## config.mk

```make
export PLATFORM = sky130hd
export DESIGN_NAME = trs_io_top
export DESIGN_NICKNAME = d
export VERILOG_FILES = /design/src/common/trs_io_pkg.sv /design/src/spi_link/spi_byte_port.sv /design/src/spi_link/esp_cmd_decoder.sv /design/src/verilog/trs_bus_decoder.sv /design/src/verilog/trs_io_top.sv
export SDC_FILE = /design/constraint.sdc
export NUM_CORES = 1
export LEC_CHECK = 0
export BUFFER_PORTS_ARGS = -buffer_cell sky130_fd_sc_hd__buf_2
export CAP_MARGIN = 15
export CORE_MARGIN = 2
export CORE_UTILIZATION = 50
export CTS_BUF_LIST = sky130_fd_sc_hd__clkbuf_16
export CTS_CLUSTER_DIAMETER = 30
export DETAILED_ROUTE_END_ITERATION = 8
export PLACE_DENSITY = 0.83
export SLEW_MARGIN = 5
export SYNTH_ARGS = -nofsm -noshare
export SYNTH_HDL_FRONTEND = slang
export SYNTH_SLANG_ARGS = --single-unit
export TNS_END_PERCENT = 20
```

## constraint.sdc

```tcl
create_clock -name clk -period 2 [get_ports clk]
set_input_delay 0.4 -clock clk [delete_from_list [all_inputs] [get_ports clk]]
set_output_delay 0.4 -clock clk [all_outputs]
set_load 0.02 [all_outputs]
```

## src/common/trs_io_pkg.sv

```systemverilog
package trs_io_pkg;

  // spi command opcodes sent by the esp, anything else is ignored
  typedef enum logic [7:0] {
    get_cookie       = 8'd0,
    dbus_read        = 8'd3,
    dbus_write       = 8'd4,   // one parameter byte follows
    data_ready       = 8'd5,
    get_version      = 8'd15,
    get_printer_byte = 8'd16
  } esp_cmd_e;

  // code on esp_s telling the esp what kind of bus access is waiting
  typedef enum logic [3:0] {
    trs_io_in  = 4'd0,
    trs_io_out = 4'd1,
    frehd_in   = 4'd2,
    frehd_out  = 4'd3,
    printer_wr = 4'd4,
    esp_none   = 4'd15   // nothing selected
  } esp_status_e;

  // spi command fsm
  typedef enum logic [1:0] {
    idle        = 2'd0,
    read_params = 2'd1
  } cmd_state_e;

  // bus addresses
  localparam logic [7:0]  TRS_IO_PORT   = 8'd31;
  localparam logic [3:0]  FREHD_PORT_HI = 4'hc;     // ports 0xc0..0xcf
  localparam logic [15:0] PRINTER_ADDR  = 16'h37e8;

  // printer status as read back by the host
  localparam logic [7:0] PRINTER_READY = 8'h30;
  localparam logic [7:0] PRINTER_BUSY  = 8'hf0;

  // fixed replies
  localparam logic [7:0] COOKIE        = 8'haf;
  localparam logic [2:0] VERSION_MAJOR = 3'd0;
  localparam logic [4:0] VERSION_MINOR = 5'd3;     // reply byte is {major, minor}

endpackage

```

## src/spi_link/spi_byte_port.sv

```systemverilog
`timescale 1ns/1ps

module spi_byte_port (
  input  logic       clk,
  input  logic       rst,
  input  logic       sck,
  input  logic       cs_n,
  input  logic       mosi,
  output logic       miso,
  input  logic       rx_enable,
  output logic       rx_valid,
  output logic [7:0] rx_byte,
  input  logic       tx_load,
  input  logic [7:0] tx_byte,
  output logic       tx_busy
);

  logic [2:0] sck_sync;    // [0] metastability stage, [2:1] edge detect
  logic [2:0] cs_sync;
  logic [1:0] mosi_sync;   // two stages so mosi lines up with sck_sync[1]
  logic       sck_rise;
  logic       sck_fall;
  logic       cs_active;
  logic       cs_rise;     // end of frame
  logic [2:0] bit_cnt;
  logic       byte_done;
  logic [7:0] tx_shift;    // bits still to go, msb next
  logic [3:0] tx_cnt;      // remaining reply bits
  logic       tx_armed;    // set once the master clocks the reply byte

  always_ff @(posedge clk) begin
    if (rst) begin
      sck_sync  <= 3'b000;
      cs_sync   <= 3'b111;   // deselected
      mosi_sync <= 2'b00;
    end else begin
      sck_sync  <= {sck_sync[1:0], sck};
      cs_sync   <= {cs_sync[1:0], cs_n};
      mosi_sync <= {mosi_sync[0], mosi};
    end
  end

  assign sck_rise  = (sck_sync[2:1] == 2'b01);
  assign sck_fall  = (sck_sync[2:1] == 2'b10);
  assign cs_active = ~cs_sync[1];
  assign cs_rise   = (cs_sync[2:1] == 2'b01);

  // receive side, mode 0 so mosi is sampled on rising sck
  always_ff @(posedge clk) begin
    if (rst) begin
      bit_cnt   <= 3'd0;
      byte_done <= 1'b0;
      rx_valid  <= 1'b0;
    end else begin
      byte_done <= cs_active && sck_rise && (bit_cnt == 3'd7);
      rx_valid  <= byte_done && rx_enable;   // reply bits never reach the fsm
      if (!cs_active)
        bit_cnt <= 3'd0;
      else if (sck_rise)
        bit_cnt <= bit_cnt + 3'd1;
    end
  end

  always_ff @(posedge clk) begin
    if (cs_active && sck_rise)
      rx_byte <= {rx_byte[6:0], mosi_sync[1]};
  end

  // transmit side, msb goes out at load, the rest on falling sck
  always_ff @(posedge clk) begin
    if (rst || cs_rise) begin
      tx_cnt   <= 4'd0;
      tx_armed <= 1'b0;
      miso     <= 1'b0;
    end else if (tx_load) begin
      tx_cnt   <= 4'd8;
      tx_armed <= 1'b0;   // ignore the tail of the command byte
      miso     <= tx_byte[7];
    end else if (tx_busy) begin
      if (sck_rise)
        tx_armed <= 1'b1;
      if (sck_fall && tx_armed) begin
        miso   <= tx_shift[7];
        tx_cnt <= tx_cnt - 4'd1;
      end
    end
  end

  always_ff @(posedge clk) begin
    if (tx_load)
      tx_shift <= {tx_byte[6:0], 1'b0};
    else if (tx_busy && tx_armed && sck_fall)
      tx_shift <= {tx_shift[6:0], 1'b0};   // zeros follow, miso idles low
  end

  assign tx_busy = (tx_cnt != 4'd0);

  // the command fsm must wait until the previous reply has left
  a_load_idle: assert property (@(posedge clk) disable iff (rst) tx_load |-> !tx_busy);

endmodule

```

## src/spi_link/esp_cmd_decoder.sv

```systemverilog
`timescale 1ns/1ps

module esp_cmd_decoder (
  input  logic                 clk,
  input  logic                 rst,
  input  logic                 rx_valid,
  input  logic [7:0]           rx_byte,
  output logic                 rx_enable,
  output logic                 tx_load,
  output logic [7:0]           tx_byte,
  input  logic                 tx_busy,
  output logic                 action,
  output trs_io_pkg::esp_cmd_e action_cmd,
  output logic [7:0]           param0,
  input  logic [7:0]           bus_data,
  input  logic [7:0]           printer_byte
);

  import trs_io_pkg::*;

  cmd_state_e state;
  esp_cmd_e   cmd_in;       // incoming byte seen as opcode
  logic       cmd_known;
  logic       cmd_reply;    // opcode answers with one byte
  logic [7:0] reply_byte;

  assign cmd_in = esp_cmd_e'(rx_byte);

  // no new command bytes while a reply is being clocked out
  assign rx_enable = ~tx_busy;

  // opcode lookup
  always_comb begin
    cmd_known  = 1'b1;
    cmd_reply  = 1'b1;
    reply_byte = 8'h00;
    case (cmd_in)
      get_cookie:       reply_byte = COOKIE;
      get_version:      reply_byte = {VERSION_MAJOR, VERSION_MINOR};
      get_printer_byte: reply_byte = printer_byte;
      dbus_read:        reply_byte = bus_data;   // whatever the host drives now
      dbus_write,
      data_ready:       cmd_reply  = 1'b0;       // no answer
      default: begin
        cmd_known = 1'b0;   // unknown opcode, dropped
        cmd_reply = 1'b0;
      end
    endcase
  end

  // command fsm
  always_ff @(posedge clk) begin
    if (rst) begin
      state      <= idle;
      action     <= 1'b0;
      tx_load    <= 1'b0;
      action_cmd <= get_cookie;
    end else begin
      action  <= 1'b0;   // single cycle strobes
      tx_load <= 1'b0;
      if (rx_valid) begin
        case (state)
          idle: begin
            if (cmd_in == dbus_write) begin
              state <= read_params;   // wait for the data byte
            end else if (cmd_known) begin
              action     <= 1'b1;
              action_cmd <= cmd_in;
              tx_load    <= cmd_reply;
            end
          end
          read_params: begin
            // only dbus_write takes a parameter
            action     <= 1'b1;
            action_cmd <= dbus_write;
            state      <= idle;
          end
          default: begin
            state <= idle;
          end
        endcase
      end
    end
  end

  // reply byte and parameter capture
  always_ff @(posedge clk) begin
    if (rx_valid && state == idle)
      tx_byte <= reply_byte;   // bus data sampled together with the action
    if (rx_valid && state == read_params)
      param0 <= rx_byte;
  end

endmodule

```

## src/verilog/trs_bus_decoder.sv

```systemverilog
`timescale 1ns/1ps

module trs_bus_decoder #(
  parameter int REQ_PULSE_CYCLES  = 50,
  parameter int STROBE_FILTER_LEN = 2
) (
  input  logic                    clk,
  input  logic                    rst,
  input  logic [15:0]             a,
  input  logic [7:0]              d_in,
  output logic [7:0]              d_out,
  output logic                    d_oe,
  input  logic                    rd_n,
  input  logic                    wr_n,
  input  logic                    in_n,
  input  logic                    out_n,
  output logic                    req,
  input  logic                    done,
  output trs_io_pkg::esp_status_e esp_s,
  output logic                    wait_req,
  output logic                    irq,
  input  logic                    action,
  input  trs_io_pkg::esp_cmd_e    action_cmd,
  input  logic [7:0]              param0,
  output logic [7:0]              printer_byte
);

  import trs_io_pkg::*;

  localparam int FLT_W = $clog2(STROBE_FILTER_LEN + 1);
  localparam int CNT_W = $clog2(REQ_PULSE_CYCLES + 1);

  logic             strobe_raw;
  logic [FLT_W-1:0] flt_cnt;      // consecutive low samples
  logic             strobe_ok;
  logic             strobe_ok_q;
  logic             access;       // one pulse per bus access
  logic             io31, frehd_port, prn_addr;
  logic             trs_io_sel_in, trs_io_sel_out;
  logic             frehd_sel_in, frehd_sel_out;
  logic             prn_sel_wr, prn_sel_rd;
  logic             esp_sel;
  logic             esp_start;
  logic             start_prn, start_io31;
  logic [CNT_W-1:0] req_cnt;
  logic             prn_pending;  // printer byte not yet taken by the esp
  logic [1:0]       done_sync;
  logic             done_q, done_rise;

  // address decode
  assign io31       = (a[7:0] == TRS_IO_PORT);
  assign frehd_port = (a[7:4] == FREHD_PORT_HI);
  assign prn_addr   = (a == PRINTER_ADDR);

  assign trs_io_sel_in  = io31 && !in_n;
  assign trs_io_sel_out = io31 && !out_n;
  assign frehd_sel_in   = frehd_port && !in_n;
  assign frehd_sel_out  = frehd_port && !out_n;
  assign prn_sel_wr     = prn_addr && !wr_n;
  assign prn_sel_rd     = prn_addr && !rd_n;
  assign esp_sel = trs_io_sel_in || trs_io_sel_out || frehd_sel_in || frehd_sel_out ||
                   prn_sel_wr;

  // strobe filter, glitches shorter than STROBE_FILTER_LEN samples are dropped
  assign strobe_raw = !rd_n || !wr_n || !in_n || !out_n;
  assign strobe_ok  = (flt_cnt == FLT_W'(STROBE_FILTER_LEN));

  always_ff @(posedge clk) begin
    if (rst) begin
      flt_cnt     <= '0;
      strobe_ok_q <= 1'b0;
      access      <= 1'b0;
      esp_start   <= 1'b0;
    end else begin
      if (!strobe_raw)
        flt_cnt <= '0;
      else if (!strobe_ok)
        flt_cnt <= flt_cnt + FLT_W'(1);
      strobe_ok_q <= strobe_ok;
      access      <= strobe_ok && !strobe_ok_q;
      esp_start   <= access && esp_sel && !req && !wait_req;   // busy, ignore
    end
  end

  // what kind of service was asked for, and the printer byte
  always_ff @(posedge clk) begin
    start_prn  <= prn_sel_wr;
    start_io31 <= io31;
    if (access && prn_sel_wr && !req && !wait_req)
      printer_byte <= d_in;
  end

  // done handshake from the esp
  always_ff @(posedge clk) begin
    if (rst) begin
      done_sync <= 2'b00;
      done_q    <= 1'b0;
      done_rise <= 1'b0;
    end else begin
      done_sync <= {done_sync[0], done};
      done_q    <= done_sync[1];
      done_rise <= done_sync[1] && !done_q;
    end
  end

  // request pulse, wait and printer state
  always_ff @(posedge clk) begin
    if (rst) begin
      req         <= 1'b0;
      req_cnt     <= '0;
      wait_req    <= 1'b0;
      prn_pending <= 1'b0;
    end else begin
      if (req_cnt != '0)
        req_cnt <= req_cnt - CNT_W'(1);
      if (req_cnt == CNT_W'(1))
        req <= 1'b0;   // fixed length, done does not cut it short
      if (done_rise) begin
        wait_req    <= 1'b0;
        prn_pending <= 1'b0;
      end
      if (esp_start) begin
        req     <= 1'b1;
        req_cnt <= CNT_W'(REQ_PULSE_CYCLES);
        if (start_prn)
          prn_pending <= 1'b1;   // host never waits on the printer
        else
          wait_req <= 1'b1;
      end
    end
  end

  // data ready flag toward the host interrupt
  always_ff @(posedge clk) begin
    if (rst)
      irq <= 1'b0;
    else if (action && action_cmd == data_ready)
      irq <= 1'b1;
    else if (esp_start && start_io31)
      irq <= 1'b0;
  end

  // host read data
  always_ff @(posedge clk) begin
    if (action && action_cmd == dbus_write)
      d_out <= param0;
    else if (access && prn_sel_rd)
      d_out <= prn_pending ? PRINTER_BUSY : PRINTER_READY;
  end

  assign d_oe = (!in_n && (io31 || frehd_port)) || prn_sel_rd;

  always_comb begin
    if (trs_io_sel_in)       esp_s = trs_io_in;
    else if (trs_io_sel_out) esp_s = trs_io_out;
    else if (frehd_sel_in)   esp_s = frehd_in;
    else if (frehd_sel_out)  esp_s = frehd_out;
    else if (prn_pending)    esp_s = printer_wr;
    else                     esp_s = esp_none;
  end

  // esp may only report done for a service it was actually given
  a_done_has_service: assert property (@(posedge clk) disable iff (rst)
    (req && done_rise) |-> (wait_req || prn_pending));

endmodule

```

## src/verilog/trs_io_top.sv

```systemverilog
`timescale 1ns/1ps

module trs_io_top #(
  parameter int REQ_PULSE_CYCLES  = 50,   // esp request length in clk
  parameter int STROBE_FILTER_LEN = 2     // samples a strobe must stay low
) (
  input  logic        clk,
  input  logic        rst,
  input  logic [15:0] a,
  input  logic [7:0]  d_in,
  output logic [7:0]  d_out,
  output logic        d_oe,
  input  logic        rd_n,
  input  logic        wr_n,
  input  logic        in_n,
  input  logic        out_n,
  output logic        req,
  input  logic        done,
  output logic [3:0]  esp_s,
  output logic        wait_req,
  output logic        irq,
  input  logic        sck,
  input  logic        cs_n,
  input  logic        mosi,
  output logic        miso
);

  import trs_io_pkg::*;

  logic       rx_valid, rx_enable;
  logic [7:0] rx_byte;
  logic       tx_load, tx_busy;
  logic [7:0] tx_byte;
  logic       action;
  esp_cmd_e   action_cmd;
  logic [7:0] param0;
  logic [7:0] printer_byte;

  spi_byte_port i_spi_byte_port (
    .clk(clk), .rst(rst), .sck(sck), .cs_n(cs_n), .mosi(mosi), .miso(miso),
    .rx_enable(rx_enable), .rx_valid(rx_valid), .rx_byte(rx_byte),
    .tx_load(tx_load), .tx_byte(tx_byte), .tx_busy(tx_busy)
  );

  // dbus_read replies with the live host data bus
  esp_cmd_decoder i_esp_cmd_decoder (
    .clk(clk), .rst(rst), .rx_valid(rx_valid), .rx_byte(rx_byte), .rx_enable(rx_enable),
    .tx_load(tx_load), .tx_byte(tx_byte), .tx_busy(tx_busy), .action(action),
    .action_cmd(action_cmd), .param0(param0), .bus_data(d_in), .printer_byte(printer_byte)
  );

  trs_bus_decoder #(
    .REQ_PULSE_CYCLES(REQ_PULSE_CYCLES),
    .STROBE_FILTER_LEN(STROBE_FILTER_LEN)
  ) i_trs_bus_decoder (
    .clk(clk), .rst(rst), .a(a), .d_in(d_in), .d_out(d_out), .d_oe(d_oe),
    .rd_n(rd_n), .wr_n(wr_n), .in_n(in_n), .out_n(out_n), .req(req), .done(done),
    .esp_s(esp_s), .wait_req(wait_req), .irq(irq), .action(action),
    .action_cmd(action_cmd), .param0(param0), .printer_byte(printer_byte)
  );

endmodule

```

==> summary.txt <==
Status: complete, no violations
Vias: 2,600
First-pass DRT Iterations: 4
Netlist cell types: 52
Clk_lat worst skew: 0.35 ns
Crit start category: input pin
Hold/Removal Path Class: input pin to flip-flop
Non-Filler Instances: 489
Met1 Use GR: 22.6%
Critical Path RT: 1.60 ns
DRC: 0
Clock Sinks: 98
Rel. slew slack: 57.2%
Starting Density: 51.9%
GRT Util Overall: 17.4%
Busiest grt layer: met2
Clock-pin slew on the worst setup and hold paths: 0.07 ns
CTS buffer count: 9
Primary FF master, synth: dfxtp_1
Clk_skew: 0.00912 ns
Hold Path Depth: 2
Worst-margin pin slew: 0.642 ns
Met3 usage: 3.22%
Rows: 32
Worst-case reg-to-reg path depth: 4
Vias in the first global route: 2,511
DR vias/cell: 5.32
Pwr Density: 938 nW/µm²
Crit-path max FO: 3
Post-Syn Area per Cell: 12.5 µm²
Post-Place Cells: 473
F_max: 505 MHz
Fill cells: 576
CTS resizes: 1
Final HPWL from detailed placement: 4950 µm
M2 GR Usage: 28.2%
R2R Setup Slk: 0.21 ns
Overall power: 4400 µW
Die Span X: 93.5 µm
Synth top area cells: edfxtp_1, dfxtp_1, mux2_2
Core region area: 7730 µm²
Layout cells sized above 1: 30.2%
Routed wire per std cell: 14.3 µm
Worst VDD drop: 0.000510 V
Routed wire length: 6990 µm
CTS root buf: clkbuf_16
Yosys top cell area share: 35.2%
Period minus WS final: 1.98 ns
Sequential-to-total area share from yosys stat: 60.7%
Hold EP: i_spi_byte_port.cs_sync[0]
Crit end category: output port
Max-cap violations: 0
DR iter-0 viols: 169
H-tree Lvls: 3
IO Port Bufs: 50
Crit path DAT: 1.58 ns
LEAKAGE: 0.00178 µW
P&R area growth vs syn: 17.1%
Ys async rst share: 0%
CTS Hold Bufs: 0
Final worst path period share: 99.0%
Yosys warnings: 0
First-pass GRT wire length: 11,800 µm
Die ar.: 8750 µm²
Initial antenna violation count: 0
Largest net degree at the start of global routing: 37
Most frequent cell after synthesis: dfxtp_1
Layout Nets: 423
Synth area leader: edfxtp_1
Setup violators final: 0
IO Count: 51
Syn Nets: 361
Final Hold Fails: 0
Most instantiated cells after synthesis: dfxtp_1, edfxtp_1, nor2_1
Register area: 2430 µm²
Worst r2r src: i_spi_byte_port.rx_byte[6]
Area of the multi-input gates: 1450 µm²
Final Wtd Congestion: 0.842
CTS tree: built
Worst min-delay path startpoint: cs_n
Pins Over Slew Limit: 0
Synth Register Bits: 98
CTS Buffer Depth: 2
Die Height: 93.5 µm
GR Overflow Total: 0
RSZ-0062 raised after global routing: true
Final antenna-violating net count: 0
Synthesized cell area: 4010 µm²
Syn Inst Count: 320
Post-synth EDFFs: 47
RR Endpoint: i_esp_cmd_decoder.tx_byte[7]
CP Class: input pin to output port
Post-CTS Setup Inserts: 0
Ant diodes: 0
[final cells by class]
| class | instances | area share [%] |
|---|---|---|
| tap | 102 | 2.72 |
| clock inverter | 7 | 1.09 |
| inverter | 11 | 0.880 |
| clock buffer | 9 | 4.80 |
| sequential | 98 | 51.8 |
| multi-input combinational | 197 | 30.9 |
| timing repair buffer | 65 | 7.78 |
[cell families (layout without fill, tap and decap cells)]
kind of cell	count (synthesis)	in the layout	share of synthesized area, %
AOI/OAI and AO/OA	41	41	8.40
xor gates and xnor gates	10	10	2.19
adders and majority gates	7	7	2.19
buffers and inverters	25	92	3.72
DFF	98	98	60.7
muxes	13	13	3.56
and+or+nand+nor	126	126	19.3
[worst max-delay path by stage]
| stage | end | start | cells past startpoint |
|---|---|---|---|
| 6_report | esp_s[0] | a[7] | 6 |
| 5_1_grt | esp_s[0] | a[7] | 6 |
| 4_1_cts | d_oe | a[4] | 6 |
| 3_5_place_dp | esp_s[0] | a[7] | 6 |
| 3_3_place_gp | esp_s[0] | a[7] | 6 |
| 2_1_floorplan | esp_s[3] | a[4] | 4 |
[state kept, by name, indices dropped and copies added (netlist names), 2 cells and up]
register	cells
i_esp_cmd_decoder.action_cmd	8
i_esp_cmd_decoder.param0	8
i_esp_cmd_decoder.tx_byte	8
i_spi_byte_port.rx_byte	8
i_trs_bus_decoder.d_out	8
i_trs_bus_decoder.printer_byte	8
i_spi_byte_port.tx_shift	7
i_trs_bus_decoder.req_cnt	6
i_spi_byte_port.tx_cnt	4
i_spi_byte_port.bit_cnt	3
i_spi_byte_port.cs_sync	3
i_spi_byte_port.sck_sync	3
i_spi_byte_port.mosi_sync	2
i_trs_bus_decoder.done_sync	2
i_trs_bus_decoder.flt_cnt	2
[where the power goes]
group / switching (µW) / internal (µW) / leakage (µW)
Combinational: 261 / 266 / 0.000824
Sequential: 84.2 / 2190 / 0.000828
Clock: 753 / 850 / 0.000130
[stage by stage]
stage	setup slack (ns)	instance area, µm²	hold WS [ns]	TNS [ns]	util (%)
floorplan	0.0204	4020	0.367	0	-
global placement	0.0150	4400	0.373	0	56.9
detailed placement	-0.0253	4400	0.390	-0.188	56.9
CTS	0.00492	4670	0.226	0	60.5
global route	-0.0364	4690	0.242	-0.0612	60.8
finish	0.0195	4690	0.232	0	60.8
[critical path, cell delays in order]
cell	delay (ns)
buf_2	0.11
or2_2	0.31
o32a_1	0.37
o21ai_1	0.13
o21a_1	0.13
buf_4	0.13
[placed cells by master (no fill, tap or decap), types with 2 or more instances in the layout]
master,instances
dfxtp_1,51
buf_2,49
edfxtp_1,47
nor2_1,25
nor2b_1,16
buf_4,16
inv_1,11
nand2_1,11
mux2_2,10
a21oi_1,10
clkbuf_16,9
and2_1,8
nand3_1,8
nor3b_1,7
xnor2_1,7
nand2b_1,7
ha_1,7
a221o_2,6
nor3_1,5
nor4_1,5
or2_2,4
and3b_1,4
or3_1,4
a211oi_1,4
or3b_2,4
o221ai_1,4
xor2_1,3
mux2i_1,3
inv_6,3
nand4b_1,2
nor3_2,2
a22oi_1,2
o21a_1,2
or4_4,2
and3_1,2
a22o_2,2
nand4_1,2
o211a_1,2
[routing by layer]
metal	up-vias	wire length [µm]
li1	1289	-
met1	1250	3020
met2	50	3600
met3	11	239
met4	0	126
met5	-	0
(Power assumes the default switching activity.)
